## src/rtl/icache_pkg.sv

```systemverilog
/*
 * Shared instruction cache definitions
 * Address split, widths and replacement seed
 * Vector typedefs and the controller state enum
 */
package icache_pkg;

   //////////////////////////////
   // Widths and geometry
   //////////////////////////////
   localparam int FETCH_ADDR_W  = 32;
   localparam int FETCH_DATA_W  = 128;
   localparam int NB_WAYS       = 4;
   localparam int WAY_IDX_W     = $clog2(NB_WAYS);

   // One 128-bit word per line, set index right above the byte offset
   localparam int LINE_OFFSET_W = 4;
   localparam int SET_IDX_W     = 4;
   localparam int NB_SETS       = 1 << SET_IDX_W;
   localparam int TAG_W         = 7;
   localparam int TAG_LSB       = LINE_OFFSET_W + SET_IDX_W;

   // Victim selection LFSR
   localparam int                LFSR_W    = 8;
   localparam logic [LFSR_W-1:0] LFSR_SEED = 8'hA5;

   //////////////////////////////
   // Types
   //////////////////////////////
   typedef logic [FETCH_ADDR_W-1:0] fetch_addr_t;
   typedef logic [FETCH_DATA_W-1:0] fetch_data_t;
   typedef logic [SET_IDX_W-1:0]    set_idx_t;
   typedef logic [TAG_W-1:0]        tag_t;
   // Valid bit on top of the stored tag
   typedef logic [TAG_W:0]          tag_entry_t;
   typedef logic [NB_WAYS-1:0]      way_oh_t;
   typedef logic [WAY_IDX_W-1:0]    way_idx_t;

   typedef tag_entry_t  [NB_WAYS-1:0] way_tags_t;
   typedef fetch_data_t [NB_WAYS-1:0] way_data_t;

   typedef enum logic [2:0] {
      ST_BYPASS,
      ST_FLUSH_ALL,
      ST_FLUSH_SET,
      ST_IDLE,
      ST_LOOKUP,
      ST_REFILL
   } icache_state_e;

endpackage
```

## src/rtl/icache_ctrl_top.sv

```systemverilog
/*
 * Instruction cache controller top level
 * Connects FSM, tag check, way replacement and bypass path
 */
`timescale 1ns/10ps

module icache_ctrl_top (
   input  logic                     clk,
   input  logic                     rst_n,

   input  logic                     bypass_icache_i,
   input  logic                     flush_icache_i,
   input  logic                     flush_set_id_req_i,
   input  icache_pkg::fetch_addr_t  flush_set_id_addr_i,
   output logic                     cache_is_bypassed_o,
   output logic                     cache_is_flushed_o,
   output logic                     flush_set_id_ack_o,

   input  logic                     fetch_req_i,
   input  icache_pkg::fetch_addr_t  fetch_addr_i,
   output logic                     fetch_gnt_o,
   output logic                     fetch_rvalid_o,
   output icache_pkg::fetch_data_t  fetch_rdata_o,

   output icache_pkg::way_oh_t      tag_req_o,
   output logic                     tag_we_o,
   output icache_pkg::set_idx_t     tag_addr_o,
   output icache_pkg::tag_entry_t   tag_wdata_o,
   input  icache_pkg::way_tags_t    tag_rdata_i,

   output icache_pkg::way_oh_t      data_req_o,
   output logic                     data_we_o,
   output icache_pkg::set_idx_t     data_addr_o,
   output icache_pkg::fetch_data_t  data_wdata_o,
   input  icache_pkg::way_data_t    data_rdata_i,

   output logic                     refill_req_o,
   input  logic                     refill_gnt_i,
   output icache_pkg::fetch_addr_t  refill_addr_o,
   input  logic                     refill_r_valid_i,
   input  icache_pkg::fetch_data_t  refill_r_data_i
);
   import icache_pkg::*;

   logic        byp_req;
   fetch_addr_t byp_addr;
   logic        byp_pending;

   way_oh_t     way_hit;
   logic        all_valid;
   way_idx_t    hit_way;
   way_idx_t    first_free_way;

   way_oh_t     refill_way;
   logic        save_way;
   tag_t        lookup_tag;

   icache_ctrl_fsm u_fsm (
      .clk                 (clk),
      .rst_n               (rst_n),
      .bypass_icache_i     (bypass_icache_i),
      .flush_icache_i      (flush_icache_i),
      .flush_set_id_req_i  (flush_set_id_req_i),
      .flush_set_id_addr_i (flush_set_id_addr_i),
      .cache_is_bypassed_o (cache_is_bypassed_o),
      .cache_is_flushed_o  (cache_is_flushed_o),
      .flush_set_id_ack_o  (flush_set_id_ack_o),
      .fetch_req_i         (fetch_req_i),
      .fetch_addr_i        (fetch_addr_i),
      .fetch_gnt_o         (fetch_gnt_o),
      .fetch_rvalid_o      (fetch_rvalid_o),
      .fetch_rdata_o       (fetch_rdata_o),
      .tag_req_o           (tag_req_o),
      .tag_we_o            (tag_we_o),
      .tag_addr_o          (tag_addr_o),
      .tag_wdata_o         (tag_wdata_o),
      .data_req_o          (data_req_o),
      .data_we_o           (data_we_o),
      .data_addr_o         (data_addr_o),
      .data_wdata_o        (data_wdata_o),
      .data_rdata_i        (data_rdata_i),
      .refill_req_o        (refill_req_o),
      .refill_gnt_i        (refill_gnt_i),
      .refill_addr_o       (refill_addr_o),
      .refill_r_valid_i    (refill_r_valid_i),
      .refill_r_data_i     (refill_r_data_i),
      .byp_req_i           (byp_req),
      .byp_addr_i          (byp_addr),
      .byp_pending_i       (byp_pending),
      .way_hit_i           (way_hit),
      .hit_way_i           (hit_way),
      .refill_way_i        (refill_way),
      .save_way_o          (save_way),
      .lookup_tag_o        (lookup_tag)
   );

   icache_tag_check u_tag_check (
      .tag_rdata_i      (tag_rdata_i),
      .lookup_tag_i     (lookup_tag),
      .way_hit_o        (way_hit),
      .all_valid_o      (all_valid),
      .hit_way_o        (hit_way),
      .first_free_way_o (first_free_way)
   );

   icache_way_repl u_way_repl (
      .clk              (clk),
      .rst_n            (rst_n),
      .save_way_i       (save_way),
      .all_valid_i      (all_valid),
      .first_free_way_i (first_free_way),
      .refill_way_o     (refill_way)
   );

   icache_bypass_path u_bypass_path (
      .clk              (clk),
      .rst_n            (rst_n),
      .bypass_icache_i  (bypass_icache_i),
      .fetch_req_i      (fetch_req_i),
      .fetch_gnt_i      (fetch_gnt_o),
      .fetch_addr_i     (fetch_addr_i),
      .refill_gnt_i     (refill_gnt_i),
      .refill_r_valid_i (refill_r_valid_i),
      .byp_req_o        (byp_req),
      .byp_addr_o       (byp_addr),
      .byp_pending_o    (byp_pending)
   );

endmodule

```

## src/rtl/icache_ctrl_fsm.sv

```systemverilog
/*
 * Instruction cache control FSM
 * State, flush counter and fetch pipeline registers
 * SCM access, fetch grant and response, refill request
 */
`timescale 1ns/10ps

module icache_ctrl_fsm (
   input  logic                     clk,
   input  logic                     rst_n,

   input  logic                     bypass_icache_i,
   input  logic                     flush_icache_i,
   input  logic                     flush_set_id_req_i,
   input  icache_pkg::fetch_addr_t  flush_set_id_addr_i,
   output logic                     cache_is_bypassed_o,
   output logic                     cache_is_flushed_o,
   output logic                     flush_set_id_ack_o,

   input  logic                     fetch_req_i,
   input  icache_pkg::fetch_addr_t  fetch_addr_i,
   output logic                     fetch_gnt_o,
   output logic                     fetch_rvalid_o,
   output icache_pkg::fetch_data_t  fetch_rdata_o,

   output icache_pkg::way_oh_t      tag_req_o,
   output logic                     tag_we_o,
   output icache_pkg::set_idx_t     tag_addr_o,
   output icache_pkg::tag_entry_t   tag_wdata_o,

   output icache_pkg::way_oh_t      data_req_o,
   output logic                     data_we_o,
   output icache_pkg::set_idx_t     data_addr_o,
   output icache_pkg::fetch_data_t  data_wdata_o,
   input  icache_pkg::way_data_t    data_rdata_i,

   output logic                     refill_req_o,
   input  logic                     refill_gnt_i,
   output icache_pkg::fetch_addr_t  refill_addr_o,
   input  logic                     refill_r_valid_i,
   input  icache_pkg::fetch_data_t  refill_r_data_i,

   input  logic                     byp_req_i,
   input  icache_pkg::fetch_addr_t  byp_addr_i,
   input  logic                     byp_pending_i,

   input  icache_pkg::way_oh_t      way_hit_i,
   input  icache_pkg::way_idx_t     hit_way_i,
   input  icache_pkg::way_oh_t      refill_way_i,
   output logic                     save_way_o,
   output icache_pkg::tag_t         lookup_tag_o
);
   import icache_pkg::*;

   icache_state_e state_q;
   icache_state_e state_d;
   icache_state_e cmd_state;
   logic          cmd_req;
   set_idx_t      flush_cnt_q;
   set_idx_t      flush_cnt_d;
   fetch_addr_t   fetch_addr_q;
   logic          fetch_req_q;
   logic          fetch_req_d;
   logic          pipe_en;
   set_idx_t      fetch_set;
   set_idx_t      lookup_set;

   assign fetch_set    = fetch_addr_i[LINE_OFFSET_W +: SET_IDX_W];
   assign lookup_set   = fetch_addr_q[LINE_OFFSET_W +: SET_IDX_W];
   assign lookup_tag_o = fetch_addr_q[TAG_LSB +: TAG_W];

   // Command priority: bypass, full flush, set flush
   assign cmd_req = bypass_icache_i | flush_icache_i | flush_set_id_req_i;

   always_comb
   begin
      if (bypass_icache_i)
         cmd_state = ST_BYPASS;
      else if (flush_icache_i)
         cmd_state = ST_FLUSH_ALL;
      else
         cmd_state = ST_FLUSH_SET;
   end

   always_ff @(posedge clk or negedge rst_n)
   begin
      if (!rst_n)
      begin
         state_q     <= ST_BYPASS;
         flush_cnt_q <= '0;
         fetch_req_q <= 1'b0;
      end
      else
      begin
         state_q     <= state_d;
         flush_cnt_q <= flush_cnt_d;
         fetch_req_q <= fetch_req_d;
      end
   end

   always_ff @(posedge clk)
   begin
      if (pipe_en)
         fetch_addr_q <= fetch_addr_i;
   end

   always_comb
   begin
      state_d             = state_q;
      flush_cnt_d         = flush_cnt_q;
      fetch_req_d         = fetch_req_q;
      pipe_en             = 1'b0;
      save_way_o          = 1'b0;

      cache_is_bypassed_o = 1'b0;
      cache_is_flushed_o  = 1'b0;
      flush_set_id_ack_o  = 1'b0;

      fetch_gnt_o         = 1'b0;
      fetch_rvalid_o      = 1'b0;
      fetch_rdata_o       = refill_r_data_i;

      tag_req_o           = '0;
      tag_we_o            = 1'b0;
      tag_addr_o          = fetch_set;
      tag_wdata_o         = {1'b1, lookup_tag_o};
      data_req_o          = '0;
      data_we_o           = 1'b0;
      data_addr_o         = fetch_set;
      data_wdata_o        = refill_r_data_i;

      refill_req_o        = 1'b0;
      refill_addr_o       = fetch_addr_q;

      case (state_q)
         ST_BYPASS:
         begin
            cache_is_bypassed_o = 1'b1;
            cache_is_flushed_o  = 1'b1;
            flush_set_id_ack_o  = 1'b1;
            fetch_rvalid_o      = refill_r_valid_i;
            fetch_req_d         = 1'b0;
            flush_cnt_d         = '0;
            if (bypass_icache_i || byp_pending_i)
            begin
               // Single L2 beat in flight, next fetch taken as the beat returns
               fetch_gnt_o   = fetch_req_i & bypass_icache_i &
                               (~byp_pending_i | refill_r_valid_i);
               refill_req_o  = byp_req_i;
               refill_addr_o = byp_addr_i;
            end
            else
               state_d = ST_FLUSH_ALL;
         end

         ST_FLUSH_ALL:
         begin
            flush_set_id_ack_o = 1'b1;
            tag_req_o          = '1;
            tag_we_o           = 1'b1;
            tag_addr_o         = flush_cnt_q;
            tag_wdata_o        = '0;
            if (flush_cnt_q == set_idx_t'(NB_SETS - 1))
            begin
               cache_is_flushed_o = 1'b1;
               flush_cnt_d        = '0;
               state_d            = ST_IDLE;
            end
            else
               flush_cnt_d = flush_cnt_q + 1'b1;
         end

         ST_FLUSH_SET:
         begin
            flush_set_id_ack_o = 1'b1;
            tag_req_o          = '1;
            tag_we_o           = 1'b1;
            tag_addr_o         = flush_set_id_addr_i[LINE_OFFSET_W +: SET_IDX_W];
            tag_wdata_o        = '0;
            state_d            = ST_IDLE;
         end

         ST_IDLE, ST_LOOKUP:
         begin
            if (fetch_req_q && !(|way_hit_i))
            begin
               // Miss: hold the refill and re-read the tags of the same set
               refill_req_o = 1'b1;
               save_way_o   = refill_gnt_i;
               tag_req_o    = '1;
               tag_addr_o   = lookup_set;
               if (refill_gnt_i)
                  state_d = ST_REFILL;
            end
            else
            begin
               if (fetch_req_q)
               begin
                  fetch_rvalid_o = 1'b1;
                  fetch_rdata_o  = data_rdata_i[hit_way_i];
               end
               fetch_gnt_o = fetch_req_i & ~cmd_req;
               fetch_req_d = fetch_gnt_o;
               pipe_en     = fetch_gnt_o;
               tag_req_o   = {NB_WAYS{fetch_gnt_o}};
               data_req_o  = {NB_WAYS{fetch_gnt_o}};
               if (fetch_gnt_o)
                  state_d = ST_LOOKUP;
               else if (cmd_req && !fetch_req_q)
                  state_d = cmd_state;
               else
                  state_d = ST_IDLE;
            end
         end

         ST_REFILL:
         begin
            fetch_rvalid_o = refill_r_valid_i;
            tag_req_o      = refill_way_i & {NB_WAYS{refill_r_valid_i}};
            tag_we_o       = 1'b1;
            tag_addr_o     = lookup_set;
            data_req_o     = refill_way_i & {NB_WAYS{refill_r_valid_i}};
            data_we_o      = 1'b1;
            data_addr_o    = lookup_set;
            if (refill_r_valid_i)
            begin
               fetch_req_d = 1'b0;
               state_d     = ST_IDLE;
            end
         end

         default:
            state_d = ST_BYPASS;
      endcase
   end

endmodule

```

## src/rtl/icache_bypass_path.sv

```systemverilog
/*
 * Bypass fetch path
 * One-cycle delayed refill request and address, outstanding beat flag
 */
`timescale 1ns/10ps

module icache_bypass_path (
   input  logic                     clk,
   input  logic                     rst_n,
   input  logic                     bypass_icache_i,
   input  logic                     fetch_req_i,
   input  logic                     fetch_gnt_i,
   input  icache_pkg::fetch_addr_t  fetch_addr_i,
   input  logic                     refill_gnt_i,
   input  logic                     refill_r_valid_i,
   output logic                     byp_req_o,
   output icache_pkg::fetch_addr_t  byp_addr_o,
   output logic                     byp_pending_o
);
   import icache_pkg::*;

   logic        byp_accept;
   logic        byp_req_q;
   logic        byp_pending_q;
   fetch_addr_t byp_addr_q;

   // Fetch accepted while the cache is bypassed
   assign byp_accept = fetch_req_i & fetch_gnt_i & bypass_icache_i;

   always_ff @(posedge clk or negedge rst_n)
   begin
      if (!rst_n)
      begin
         byp_req_q     <= 1'b0;
         byp_pending_q <= 1'b0;
      end
      else
      begin
         // Held until L2 grants it
         if (byp_accept)
            byp_req_q <= 1'b1;
         else if (refill_gnt_i)
            byp_req_q <= 1'b0;

         // Cleared by the returning beat so the cache waits for it
         if (byp_accept)
            byp_pending_q <= 1'b1;
         else if (refill_r_valid_i)
            byp_pending_q <= 1'b0;
      end
   end

   always_ff @(posedge clk)
   begin
      if (byp_accept)
         byp_addr_q <= fetch_addr_i;
   end

   assign byp_req_o     = byp_req_q;
   assign byp_addr_o    = byp_addr_q;
   assign byp_pending_o = byp_pending_q;

endmodule

```

## src/rtl/icache_way_repl.sv

```systemverilog
/*
 * Refill way selection
 * LFSR victim when the set is full, else the first free way
 */
`timescale 1ns/10ps

module icache_way_repl (
   input  logic                  clk,
   input  logic                  rst_n,
   input  logic                  save_way_i,
   input  logic                  all_valid_i,
   input  icache_pkg::way_idx_t  first_free_way_i,
   output icache_pkg::way_oh_t   refill_way_o
);
   import icache_pkg::*;

   logic [LFSR_W-1:0] lfsr_q;
   logic              lfsr_fb;
   way_idx_t          victim_way;
   way_oh_t           refill_way_q;

   // Taps for x^8 + x^6 + x^5 + x^4 + 1
   assign lfsr_fb    = lfsr_q[7] ^ lfsr_q[5] ^ lfsr_q[4] ^ lfsr_q[3];
   assign victim_way = all_valid_i ? lfsr_q[WAY_IDX_W-1:0] : first_free_way_i;

   always_ff @(posedge clk or negedge rst_n)
   begin
      if (!rst_n)
      begin
         lfsr_q       <= LFSR_SEED;
         refill_way_q <= '0;
      end
      else if (save_way_i)
      begin
         refill_way_q <= way_oh_t'(1) << victim_way;
         // Only an eviction consumes a random value
         if (all_valid_i)
            lfsr_q <= {lfsr_q[LFSR_W-2:0], lfsr_fb};
      end
   end

   assign refill_way_o = refill_way_q;

endmodule

```

## src/rtl/icache_tag_check.sv

```systemverilog
/*
 * Per-way tag compare
 * Hit mask, hit way and first free way encoders
 */
`timescale 1ns/10ps

module icache_tag_check (
   input  icache_pkg::way_tags_t tag_rdata_i,
   input  icache_pkg::tag_t      lookup_tag_i,
   output icache_pkg::way_oh_t   way_hit_o,
   output logic                  all_valid_o,
   output icache_pkg::way_idx_t  hit_way_o,
   output icache_pkg::way_idx_t  first_free_way_o
);
   import icache_pkg::*;

   way_oh_t way_valid;

   always_comb
   begin
      for (int w = 0; w < NB_WAYS; w++)
      begin
         way_valid[w] = tag_rdata_i[w][TAG_W];
         way_hit_o[w] = way_valid[w] && (tag_rdata_i[w][TAG_W-1:0] == lookup_tag_i);
      end
   end

   assign all_valid_o = &way_valid;

   // Highest index wins in both encoders
   always_comb
   begin
      hit_way_o        = '0;
      first_free_way_o = '0;
      for (int w = 0; w < NB_WAYS; w++)
      begin
         if (way_hit_o[w])
            hit_way_o = way_idx_t'(w);
         if (!way_valid[w])
            first_free_way_o = way_idx_t'(w);
      end
   end

endmodule

```

## config.mk

```make
export PLATFORM = sky130hd
export DESIGN_NAME = icache_ctrl_top
export DESIGN_NICKNAME = d
export VERILOG_FILES = /design/src/rtl/icache_pkg.sv /design/src/rtl/icache_ctrl_top.sv /design/src/rtl/icache_ctrl_fsm.sv /design/src/rtl/icache_bypass_path.sv /design/src/rtl/icache_way_repl.sv /design/src/rtl/icache_tag_check.sv
export SDC_FILE = /design/constraint.sdc
export NUM_CORES = 1
export LEC_CHECK = 0
export BUFFER_PORTS_ARGS = -buffer_cell sky130_fd_sc_hd__buf_4
export CORE_AREA = 3 3 418 420
export DETAILED_ROUTE_END_ITERATION = 7
export DIE_AREA = 0 0 421 423
export HOLD_SLACK_MARGIN = 0.15
export PLACE_DENSITY = 0.3
export SETUP_SLACK_MARGIN = 0.15
export SKIP_CTS_REPAIR_TIMING = 1
export SLEW_MARGIN = 0
export SYNTH_ARGS = -nofsm -noshare
export SYNTH_HDL_FRONTEND = slang
export SYNTH_SLANG_ARGS = --single-unit
```

## constraint.sdc

```tcl
create_clock -name clk -period 5.6 [get_ports clk]
set_clock_uncertainty 0.1 [all_clocks]
set_input_delay 1.12 -clock clk [delete_from_list [all_inputs] [get_ports clk]]
set_output_delay 1.12 -clock clk [all_outputs]
set_load 0.1 [all_outputs]
```

Word-level counts from Yosys, hierarchy flattened. Index checks and enable logic that the tools add are counted.

Add/subtract/negate cells: 1. Magnitude comparators: 1. Equal/unequal tests: 15. Shift operators: 1. Muxes and demuxes: 58. Bitwise logic cells: 14. Reduce and logical (&&, ||, !) cells: 24.

Operators with widths (count): 2-to-1 mux 128 bit (4); binary-select mux 128 bit (select 2 bit) (1); 2-to-1 mux 32 bit (2); equality test 7 bit (4); 2-to-1 mux 1 bit (21); 2-to-1 mux 3 bit (7); 2-to-1 mux 4 bit (5); one-hot mux 4 bit (2 select lines) (2); one-hot mux 4 bit (4 select lines) (1); one-hot mux 3 bit (5 select lines) (1); 2-to-1 mux 2 bit (7); one-hot mux 4 bit (3 select lines) (1); 2-to-1 mux 8 bit (1); one-hot mux 1 bit (2 select lines) (4); AND reduction 4 bit (2); equality test 3 x 2 -> 1 bit, second input constant (2); equality test 3 bit, second input constant (2); logical AND 1 bit (6); != test 2 bit, second input constant (3); nonzero test 2 bit (3); OR reduction 2 bit (3); OR reduction 3 bit (2); bitwise AND 1 bit (5); AND reduction 5 bit (1); other kinds (18) (24).

Flip-flop bits (word level): 86. Bits of input ports: 744. Output and inout bits: 320. Logic and storage cells: 123.

Logic depth before layout (Yosys ltp). Gate-level depths: netlist of run 1.

Word-level depth: 10. Mapped depth: 9. Mapped depth without buffers: 7.

Hierarchy. Synthesis of run 1 repeated with hierarchy kept, for this count alone.

Cell total of the unflattened synthesis: 833. Area total of the unflattened synthesis: 9820.7 um^2.

By module, submodules not included: icache_ctrl_fsm (times used 1, cells each 701, area an instance 7877.6 um^2, seq. area each 1161.1 um^2); icache_bypass_path (times used 1, cells each 40, area an instance 1037.2 um^2, seq. area each 1011.0 um^2); icache_way_repl (times used 1, cells each 43, area an instance 554.3 um^2, seq. area each 305.3 um^2); icache_tag_check (times used 1, cells each 49, area an instance 351.6 um^2, seq. area each 0.0 um^2).

Worst setup path before layout of run 1. No wires, ideal clock.

Path kind: input -> output. Start: input port tag_rdata_i[19] (netlist name). End: output port data_req_o[0]. Data arrival time: 4751 ps. Data required time: 4380 ps. Setup slack: -371 ps. Cell stages on the path: 7. Path buffers: 1. Cell sequence: xor2_1 > nor4_2 > nand4_1 > and4_1 > buf_6 > a21boi_1 > nand2b_1.

Cells in the longest elaborated chain, start to end: 7.

Ends and longest elaborated chain: from (decl) (RTL line icache_ctrl_top.sv:29) `input icache_pkg::way_tags_t tag_rdata_i,`; equality test 7 bit (RTL line icache_tag_check.sv:24) `way_hit_o[w] = way_valid[w] && (tag_rdata_i[w][TAG_W-1:0] == lookup_tag_i);`; logical AND 1 bit (RTL line icache_tag_check.sv:24); OR reduction 4 bit (RTL line icache_ctrl_fsm.sv:185) `if (fetch_req_q && !(|way_hit_i))`; zero test 1 bit (RTL line icache_ctrl_fsm.sv:185); logical AND 1 bit (RTL line icache_ctrl_fsm.sv:185); 2-to-1 mux 4 bit (RTL line icache_ctrl_fsm.sv:185); one-hot mux 4 bit (2 select lines) (RTL line icache_ctrl_fsm.sv:135) `case (state_q)`; to (decl) (RTL line icache_ctrl_top.sv:31) `output icache_pkg::way_oh_t data_req_o,`.

No other way between the ends.

Worst setup path in the final report of run 1.
Start: input port tag_rdata_i[19] (netlist name). End: output port fetch_rdata_o[35].

Cells in the longest elaborated chain, start to end: 9.

Ends and longest elaborated chain: equality test 7 bit (*) (RTL line icache_tag_check.sv:24); logical AND 1 bit (*) (RTL line icache_tag_check.sv:24); 2-to-1 mux 2 bit (2 in a row) (RTL line icache_tag_check.sv:37) `if (way_hit_o[w])`; binary-select mux 128 bit (select 2 bit) (RTL line icache_ctrl_fsm.sv:200) `fetch_rdata_o = data_rdata_i[hit_way_i];`; 2-to-1 mux 128 bit (not written as such) (RTL line icache_ctrl_fsm.sv:200); 2-to-1 mux 128 bit (RTL line icache_ctrl_fsm.sv:197) `if (fetch_req_q)`; 2-to-1 mux 128 bit (*) (RTL line icache_ctrl_fsm.sv:185); 2-to-1 mux 128 bit (*) (RTL line icache_ctrl_fsm.sv:135); to (decl) (RTL line icache_ctrl_top.sv:23) `output icache_pkg::fetch_data_t fetch_rdata_o,`.

Mark *: on every way between the ends. The rest lies on a longest branch, timed or not. The select of a mux whose other input is x is not followed.

==> flow_metrics.env, run 1 <==
export IMPL_drt_antenna_violating_nets=0
export IMPL_async_flop_share_pct=25.58
export IMPL_drtPass1Iterations=5
export IMPL_worstMarginPinSlew_ns=0.7640
export IMPL_syn_cell_area_um2=10160
export IMPL_drv_cap=0
export IMPL_fin_area_um2=21530
export IMPL_yosysTopAreaCell="edfxtp_1"
export IMPL_fmax_mhz=191.6
export IMPL_synth_avg_cell_area_um2=6.934
export IMPL_final_max_slew_viol_count=0
export IMPL_drtIter0Drc=799
export IMPL_die_w_um=421
export IMPL_clock_power_share_pct=12.4
export IMPL_ios=1064
export IMPL_path_clk_slew_ns=0.08
export IMPL_ys_warn_count=0
export IMPL_ys_seq_area_share_pct=24.39
export IMPL_synth_nets=2210
export IMPL_vdd_ir_drop_max_uv=649.4
export IMPL_synth_top_area_share_pct=18.92
export IMPL_finalWorstSetupSlack_ns=0.3814
export IMPL_port_buffers=1035
export IMPL_cts_tree="yes"
export IMPL_via_per_inst=3.054
export IMPL_final_hold_violation_count=0
export IMPL_sw_frac_of_total_pct=59.09
export IMPL_overflow=0
export IMPL_start_util_pct=5.928
export IMPL_setup_viol=0
export IMPL_grt_max_degree=108
export IMPL_core_um2=171400
export IMPL_die_area_um2=178100
export IMPL_grt_usage_pct=12.04
export IMPL_areaGrowthSynthToFinish_pct=112.0
export IMPL_cp_end_kind="primary output"
export IMPL_seq_power_share_pct=16.5
export IMPL_p_per_area_nw_per_um2=235.5
export IMPL_grt_pass1_vias=14710
export IMPL_synth_edf_count=64
export IMPL_fin_crit_ns=5.219
export IMPL_grt_pass1_wl_mm=144.9
export IMPL_ys_flop_type="edfxtp_1"
export IMPL_dpl_hpwl_mm=100.7
export IMPL_fin_util_pct=12.57
export IMPL_htreeDepth=3
export IMPL_place_gp_congestion=0.9285
export IMPL_cts_root_buffer="clkbuf_16"
export IMPL_cp_required_ns=4.38
export IMPL_start_kind="input port"
export IMPL_worstSetupPathType="in2out"
export IMPL_synth_distinct_cells=52
export IMPL_cts_buffers=9
export IMPL_worstHoldPathCells=1
export IMPL_status="finished clean"
export IMPL_r2r_setup_slack_ns=2.00
export IMPL_relSlewSlack_pct=49.01
export IMPL_p_comb_share_pct=71.1
export IMPL_arrival_ns=4.00
export IMPL_row_count=152
export IMPL_clock_latency_ns=0.37
export IMPL_dp_worst_setup_slack_ns=-0.09492
export IMPL_drive_gt1_share_pct=52.04
export IMPL_ys_ff_latch=86
export IMPL_p_leak_nw=9.136
export IMPL_wl_mm=114.3
export IMPL_internal_power_w=0.002074
export IMPL_reg2reg_depth=9
export IMPL_grt_setup_unrepaired="no"
export IMPL_via_count=14380
export IMPL_place_area_um2=21150
export IMPL_hold_path_class="reg2reg"
export IMPL_wl_per_cell_um=24.27
export IMPL_finalCritPeriodShare_pct=93.19
export IMPL_ys_top_cells_by_area="edfxtp_1 (19%), nand2_1 (15%), a31o_1 (10%)"
export IMPL_crit_path_max_fanout=20
export IMPL_nNetsFinal=3121
export IMPL_die_y_um=423
export IMPL_max_clock_path_buffers=2
export IMPL_drc_errors=0
export IMPL_p_total_w=0.005070
export IMPL_syn_inst=1465
export IMPL_cts_sinks=86
export IMPL_antenna_found_initial=51
export IMPL_switchingPower_w=0.002996
[worst paths after layout]
| check | startpoint | to |
|---|---|---|
| max in group asynchronous | rst_n | u_way_repl.lfsr_q[7] |
| max reg2reg | u_fsm.fetch_addr_q[11] | u_fsm.fetch_addr_q[15] |
| min in group asynchronous | rst_n | u_way_repl.lfsr_q[4] |
| min reg2reg | u_way_repl.lfsr_q[6] | u_way_repl.lfsr_q[6] |
| max | tag_rdata_i[19] | fetch_rdata_o[35] |
| min | u_way_repl.lfsr_q[6] | u_way_repl.lfsr_q[6] |
[synthesized netlist by cell type (all sizes together) (2+ instances only)]
cell type  number
buf           174
dfrtp          18
o21ai         139
a22o            2
nand4           5
and2           12
xnor2           9
and4            4
a21oi           8
mux2i           5
dfstp           4
edfxtp         64
nor2          143
clkbuf         86
a221o           4
a31o          129
nor3            2
nand2b          8
nor4            4
nand3          10
mux2           49
xor2           23
a31oi         130
and3            2
inv             6
nand2         408
[power by group through the flow]
stage | combinational, W | sequential, W | clock, W
after floorplan | 0.00249 | 0.000790 | 0
after global placement | 0.00366 | 0.000852 | 0
final | 0.00361 | 0.000836 | 0.000628
after detailed placement | 0.00365 | 0.000851 | 0
after global routing | 0.00376 | 0.000850 | 0.000682
after CTS | 0.00366 | 0.000838 | 0.000663
[placed cells by master (no fill, tap or decap), types with 11 or more instances in the layout]
master,Yosys,final
a31o_1,120,120
a31oi_1,130,130
buf_12,0,71
buf_4,128,1089
dfrtp_1,18,18
diode_2,0,17
edfxtp_1,64,64
mux2_1,11,11
mux2_2,38,38
nand2_1,408,407
nor2_1,143,142
o21ai_0,139,138
xor2_1,23,23
[registers in the layout, summed over array words and instances, names as in the netlist]
name,cells
u_bypass_path.byp_addr_o,32
u_fsm.fetch_addr_q,32
u_way_repl.lfsr_q,8
u_fsm.flush_cnt_q,4
u_way_repl.refill_way_o,4
u_fsm.state_q,3
u_bypass_path.byp_pending_o,1
u_bypass_path.byp_req_o,1
u_fsm.fetch_req_q,1
[worst max-delay path: stages]
cell and delay (ns):
buf_4 0.11, xor2_1 0.15, nor4_4 0.46, buf_4 0.21, nand4_1 0.10, buf_4 0.19, a41oi_4 0.33, buf_12 0.24
buf_12 0.19, nor2_1 0.05, a31oi_1 0.31, buf_4 0.18, buf_4 0.28
[stage by stage]
| step | TNS (ns) | hold slack, ns | std cells |
|---|---|---|---|
| 5_1_grt | 0 | 0.4203 | 4699 |
| 3_3_place_gp | -0.3609 | 0.3694 | 4673 |
| 4_1_cts | -0.5323 | 0.4012 | 4689 |
| 6_report | 0 | 0.3979 | 4708 |
| 3_5_place_dp | -0.3588 | 0.3823 | 4673 |
| 2_1_floorplan | 0 | 0.3558 | 1465 |
[kinds of logic after synthesis]
family                     synth area share [%]
and+or+nand+nor                           23.66
AOI/OAI and AO/OA                         27.87
buffers and inverters                     15.27
DFF                                       24.39
muxes                                     5.924
xor gates and xnor gates                  2.759
adders and majority gates                0.1231
[area by class of cell]
type,count,area [um2]
Inverter,6,22.52
Sequential cell,86,2477
Fill cell,19950,149800
Antenna cell,17,42.54
Multi-Input combinational cell,1113,6202
Tap cell,2310,2890
Clock inverter,7,75.07
Timing Repair Buffer,1160,9597
Clock buffer,9,225.2
[per-layer routing]
| metal | track usage [%] | vias to the layer above | part of all wire [%] |
|---|---|---|---|
| met5 | 0 | - | 0.23 |
| met4 | 2.331 | 36 | 1.3 |
| met3 | 4.513 | 84 | 7.9 |
| met2 | 21.64 | 559 | 52 |
| met1 | 13.54 | 6832 | 39 |
| li1 | - | 6865 | - |
Note: power is estimated with default switching activity, not from simulation.
==> inputs of run 2 (changes only) <==
--- a/config.mk
+++ b/config.mk
@@ -6,9 +6,9 @@
 export NUM_CORES = 1
 export LEC_CHECK = 0
 export BUFFER_PORTS_ARGS = -buffer_cell sky130_fd_sc_hd__buf_4
-export CORE_AREA = 3 3 418 420
+export CORE_AREA = 2 2 417 419
 export DETAILED_ROUTE_END_ITERATION = 7
-export DIE_AREA = 0 0 421 423
+export DIE_AREA = 0 0 419 421
 export HOLD_SLACK_MARGIN = 0.15
 export PLACE_DENSITY = 0.3
 export SETUP_SLACK_MARGIN = 0.15
==> run 2 against run 1 <==
- non-clock buffer count down 21
- cell count down 0.34%
- first-iteration DRC count grew 13%
- sequential share of layout area is 0.26 points higher
- global-route usage shrank 0.16 points
- worst hold slack got worse by 0.015 ns
- worst setup slack better by 0.045 ns
- utilization decreased by 0.36 points
- maximum frequency increased by 0.88%
- critical endpoint is now fetch_rdata_o[25]
==> flow_metrics.env, run 2 (synthesis results as in run 1) <==
export IMPL_worstSetupPathType="in2out"
export IMPL_die_y_um=421
export IMPL_drtIter0Drc=902
export IMPL_cts_sinks=86
export IMPL_finalWorstSetupSlack_ns=0.4268
export IMPL_final_hold_violation_count=0
export IMPL_arrival_ns=3.95
export IMPL_antenna_found_initial=63
export IMPL_drtPass1Iterations=5
export IMPL_start_util_pct=5.890
export IMPL_status="finished clean"
export IMPL_p_leak_nw=8.924
export IMPL_areaGrowthSynthToFinish_pct=107.3
export IMPL_startpoint="tag_rdata_i[1]"
export IMPL_nNetsFinal=3100
export IMPL_final_max_slew_viol_count=0
export IMPL_finalCritPeriodShare_pct=92.38
export IMPL_ios=1064
export IMPL_min_from="u_way_repl.lfsr_q[6]"
export IMPL_port_buffers=1035
export IMPL_dpl_hpwl_mm=97.09
export IMPL_die_w_um=419
export IMPL_core_um2=172500
export IMPL_clock_latency_ns=0.37
export IMPL_overflow=0
export IMPL_via_per_inst=3.063
export IMPL_drive_gt1_share_pct=51.65
export IMPL_cts_buffers=9
export IMPL_max_clock_path_buffers=2
export IMPL_fin_util_pct=12.21
export IMPL_grt_setup_unrepaired="no"
export IMPL_setup_viol=0
export IMPL_die_area_um2=176400
export IMPL_place_gp_congestion=0.9165
export IMPL_drc_errors=0
export IMPL_grt_pass1_vias=14470
export IMPL_wl_per_cell_um=23.61
export IMPL_cts_root_buffer="clkbuf_16"
export IMPL_vdd_ir_drop_max_uv=594.1
export IMPL_via_count=14370
export IMPL_relSlewSlack_pct=29.10
export IMPL_hold_path_class="reg2reg"
export IMPL_htreeDepth=3
export IMPL_worstMarginPinSlew_ns=1.060
export IMPL_grt_usage_pct=11.88
export IMPL_cts_tree="yes"
export IMPL_fin_crit_ns=5.173
export IMPL_dp_worst_setup_slack_ns=-0.4312
export IMPL_row_count=153
export IMPL_path_clk_slew_ns=0.06
export IMPL_start_kind="input port"
export IMPL_drt_antenna_violating_nets=0
export IMPL_grt_pass1_wl_mm=140.9
export IMPL_mostFrequentLayoutCells="buf_4 (1,092), nand2_1 (407), nor2_1 (143), o21ai_0 (138), a31oi_1 (127)"
export IMPL_final_common_cell="buf_4"
export IMPL_cp_end_kind="primary output"
export IMPL_cp_required_ns=4.38
export IMPL_drv_cap=0
export IMPL_p_per_area_nw_per_um2=236.6
export IMPL_crit_path_max_fanout=18
export IMPL_place_area_um2=20690
export IMPL_timing_rr_start="u_fsm.fetch_addr_q[9]"
export IMPL_fmax_mhz=193.3
export IMPL_fin_area_um2=21060
export IMPL_wl_mm=110.8
export IMPL_grt_max_degree=125
[run 2: final timing paths]
kind / cells past startpoint / end / slack, ns
max: 11 / fetch_rdata_o[25] / 0.43
max in group asynchronous: 1 / u_way_repl.lfsr_q[0] / 4.55
min: 1 / u_way_repl.lfsr_q[7] / 0.38
min in group asynchronous: 1 / u_bypass_path.byp_pending_o / 0.55
min reg2reg: 1 / u_way_repl.lfsr_q[7] / 0.38
max reg2reg: 6 / u_fsm.fetch_addr_q[2] / 2.05
[run 2: worst max-delay path, cell delays in order]
cell and delay, ns:
buf_4 0.11, xor2_1 0.13, nor4_1 0.53, nand4_1 0.36
a41oi_4 0.40, buf_12 0.25, buf_12 0.18, nor2_1 0.11
a31oi_2 0.33, buf_4 0.21, buf_12 0.17
[run 2: per-layer routing]
metal / GRT usage [%] / vias to the layer above / share of wire, %
li1: - / 6801 / -
met1: 13.71 / 6775 / 39
met2: 21.71 / 610 / 52
met3: 3.768 / 129 / 8.0
met4: 1.438 / 56 / 0.87
met5: 0 / - / 0.33
[run 2: per-stage QoR]
step                      instances  hold WS (ns)  power (W)  TNS [ns]
after floorplan                1465        0.3558   0.003279         0
after global placement         4666        0.3707   0.004449    -5.648
after detailed placement       4666        0.3695   0.004442    -9.889
after CTS                      4682        0.3858   0.005057    -11.52
after global routing           4690        0.4077   0.005193         0
final                          4692        0.3831   0.004981         0
[run 2: final cells by class]
type,count,area [um2]
tap,2325,2909
sequential,86,2477
antenna,7,17.52
multi-input combinational,1113,6218
fill,20130,151400
inverter,6,22.52
clock inverter,7,47.55
timing repair buffer,1139,9139
clock buffer,9,225.2
[run 2: report_power, final]
| part | internal (W) | switching [W] | total, W |
|---|---|---|---|
| clock | 0.000302 | 0.000281 | 0.000583 |
| sequential | 0.000751 | 0.0000904 | 0.000841 |
| combinational | 0.000976 | 0.00258 | 0.00356 |
==> inputs of run 3 (changes only) <==
--- a/config.mk
+++ b/config.mk
@@ -5,10 +5,11 @@
 export SDC_FILE = /design/constraint.sdc
 export NUM_CORES = 1
 export LEC_CHECK = 0
+export ABC_AREA = 1
 export BUFFER_PORTS_ARGS = -buffer_cell sky130_fd_sc_hd__buf_4
-export CORE_AREA = 2 2 417 419
+export CORE_AREA = 2 2 414 416
 export DETAILED_ROUTE_END_ITERATION = 7
-export DIE_AREA = 0 0 419 421
+export DIE_AREA = 0 0 416 418
 export HOLD_SLACK_MARGIN = 0.15
 export PLACE_DENSITY = 0.3
 export SETUP_SLACK_MARGIN = 0.15
==> run 3 against run 2 <==
- combinational power rose by 4%
- power is 3.4% higher
- sequential cell count did not move
- sequential power is 6.1% lower
- clock-buffer cell count up 1
- utilization rose by 1.2 points
- die area down 1.4%
- synthesized cell count rose by 60%
- register-to-register slack gained 0.08 ns
- global-route usage decreased by 0.38 points
- final area rose by 7.9%
- largest cell class unchanged
- largest power group unchanged
==> flow_metrics.env, run 3 <==
export IMPL_status="finished clean"
export IMPL_final_common_cell="buf_4"
export IMPL_multi_input_area_um2=7243
export IMPL_final_max_slew_viol_count=0
export IMPL_yosysTopAreaCell="nand2_1"
export IMPL_antenna_found_initial=34
export IMPL_drtIter0Drc=1060
export IMPL_dpl_hpwl_mm=91.64
export IMPL_ys_warn_count=0
export IMPL_cts_buffers=9
export IMPL_synth_top_area_share_pct=21.18
export IMPL_start_util_pct=7.514
export IMPL_die_area_um2=173900
export IMPL_synth_avg_cell_area_um2=5.428
export IMPL_place_gp_congestion=0.9167
export IMPL_synth_distinct_cells=39
export IMPL_drc_errors=0
export IMPL_drtPass1Iterations=5
export IMPL_holdWs_ns=0.3744
export IMPL_crit_path_max_fanout=40
export IMPL_start_kind="input port"
export IMPL_synthTopCellsByCount="nand2_1 (717), nor2_1 (357), inv_1 (341)"
export IMPL_p_leak_nw=12.13
export IMPL_via_count=17200
export IMPL_clock_latency_ns=0.36
export IMPL_finalCritPeriodShare_pct=85.49
export IMPL_p_per_area_nw_per_um2=226.7
export IMPL_grt_setup_unrepaired="no"
export IMPL_fin_crit_ns=4.787
export IMPL_grt_usage_pct=11.50
export IMPL_hold_path_class="reg2reg"
export IMPL_ios=1064
export IMPL_fmax_mhz=208.9
export IMPL_drv_cap=0
export IMPL_cts_tree="yes"
export IMPL_cp_required_ns=4.38
export IMPL_nNetsFinal=3940
export IMPL_fin_setup_tns_ns=0
export IMPL_grt_max_degree=82
export IMPL_ys_flop_type="edfxtp_1"
export IMPL_arrival_ns=3.57
export IMPL_ys_ff_latch=86
export IMPL_path_clk_slew_ns=0.06
export IMPL_synth_most_common_cell="nand2_1"
export IMPL_overflow=0
export IMPL_core_um2=169100
export IMPL_fill_cells=19910
export IMPL_ys_top_cells_by_area="nand2_1 (21%), edfxtp_1 (15%), nor2_1 (11%)"
export IMPL_worstMarginPinSlew_ns=0.6416
export IMPL_syn_cell_area_um2=12710
export IMPL_finalWorstSetupSlack_ns=0.8125
export IMPL_grt_pass1_wl_mm=139.7
export IMPL_worstSetupPathType="in2out"
export IMPL_relSlewSlack_pct=57.23
export IMPL_p_total_w=0.005149
export IMPL_synth_nets=3086
export IMPL_cts_root_buffer="clkbuf_16"
export IMPL_drive_gt1_share_pct=36.38
export IMPL_ff_latch_area_um2=2477
export IMPL_wl_per_cell_um=19.59
export IMPL_wl_mm=106.4
export IMPL_cts_sinks=86
export IMPL_mostFrequentLayoutCells="buf_4 (1,076), nand2_1 (716), nor2_1 (357), inv_1 (341), o21ai_0 (181)"
export IMPL_row_count=151
export IMPL_final_hold_violation_count=0
export IMPL_cp_end_kind="primary output"
export IMPL_die_y_um=418
export IMPL_grt_pass1_vias=17020
export IMPL_via_per_inst=3.166
export IMPL_async_flop_share_pct=25.58
export IMPL_drt_antenna_violating_nets=0
export IMPL_vdd_ir_drop_max_uv=790.1
export IMPL_synth_edf_count=64
export IMPL_fin_util_pct=13.43
export IMPL_htreeDepth=3
export IMPL_areaGrowthSynthToFinish_pct=78.74
export IMPL_setup_viol=0
export IMPL_syn_inst=2341
export IMPL_die_w_um=416
export IMPL_ys_seq_area_share_pct=19.50
export IMPL_max_clock_path_buffers=2
export IMPL_dp_worst_setup_slack_ns=0.5669
export IMPL_port_buffers=1035
run 3: metrics by stage:
step | std cells | instance area [um2]
finish | 5432 | 22710
global placement | 5402 | 22370
CTS | 5418 | 22680
floorplan | 2341 | 12720
global route | 5431 | 22710
detailed placement | 5402 | 22370
run 3: path summary, 6_finish.rpt:
check | from | endpoint | slack [ns] | depth (start not counted)
setup / recovery | tag_rdata_i[28] | fetch_rdata_o[50] | 0.81 | 16
setup reg to reg | u_fsm.fetch_addr_q[13] | u_fsm.fetch_addr_q[13] | 2.13 | 12
hold / removal | u_way_repl.lfsr_q[1] | u_way_repl.lfsr_q[1] | 0.37 | 2
max in group asynchronous | rst_n | u_way_repl.lfsr_q[7] | 4.55 | 1
hold reg to reg | u_way_repl.lfsr_q[1] | u_way_repl.lfsr_q[1] | 0.37 | 2
min in group asynchronous | rst_n | u_fsm.flush_cnt_q[1] | 0.53 | 1
run 3: per-layer routing:
layer  vias to the layer above  GRT usage, %  wire [um]
li1                       8701             -          -
met1                      7847         13.63      43130
met2                       550         20.66      54500
met3                        77         3.158       7399
met4                        20         1.917       1270
met5                         -         1.000        108
run 3: area by class of cell:
| class | count | share of cell area (%) |
|---|---|---|
| tap | 2218 | 12.22 |
| inverter | 392 | 6.501 |
| clock buffer | 10 | 1.008 |
| multi-input combinational | 1614 | 31.89 |
| clock inverter | 6 | 0.3361 |
| sequential | 86 | 10.91 |
| antenna | 14 | 0.1543 |
| timing repair buffer | 1092 | 36.98 |
run 3: kinds of logic (layout without fill, tap and decap cells):
kind of cell / count (synthesis) / in the layout / share of synthesized area [%]
AND/OR/NAND/NOR: 1298 / 1298 / 41.87
flip-flops: 86 / 86 / 19.50
buffers and inverters: 641 / 1500 / 24.03
other: 0 / 14 / 0
AO/OA/AOI/OAI: 308 / 308 / 14.02
XOR/XNOR: 7 / 7 / 0.4825
adder cells (fa/ha/maj): 1 / 1 / 0.09846
run 3: report_power, final:
part / internal [W] / switching (W) / total, W / leakage [nW]
registers: 0.000750 / 0.0000399 / 0.000790 / 0.862
clock network: 0.000354 / 0.000289 / 0.000643 / 0.150
logic: 0.000890 / 0.00283 / 0.00372 / 11.1
total: 0.00199 / 0.00315 / 0.00515 / 12.1
run 3: worst max-delay path, stage by stage:
cell and delay, ns:
buf_4 0.09, inv_1 0.04, nand2_1 0.05, nand2_1 0.06, nor2_1 0.18, nand2_1 0.15, nor2_4 0.23, nor2_8 0.06
nand2_4 0.17, nand2_4 0.09, inv_6 0.30, buf_12 0.25, or2_1 0.13, nand2_1 0.15, inv_1 0.12, buf_4 0.30
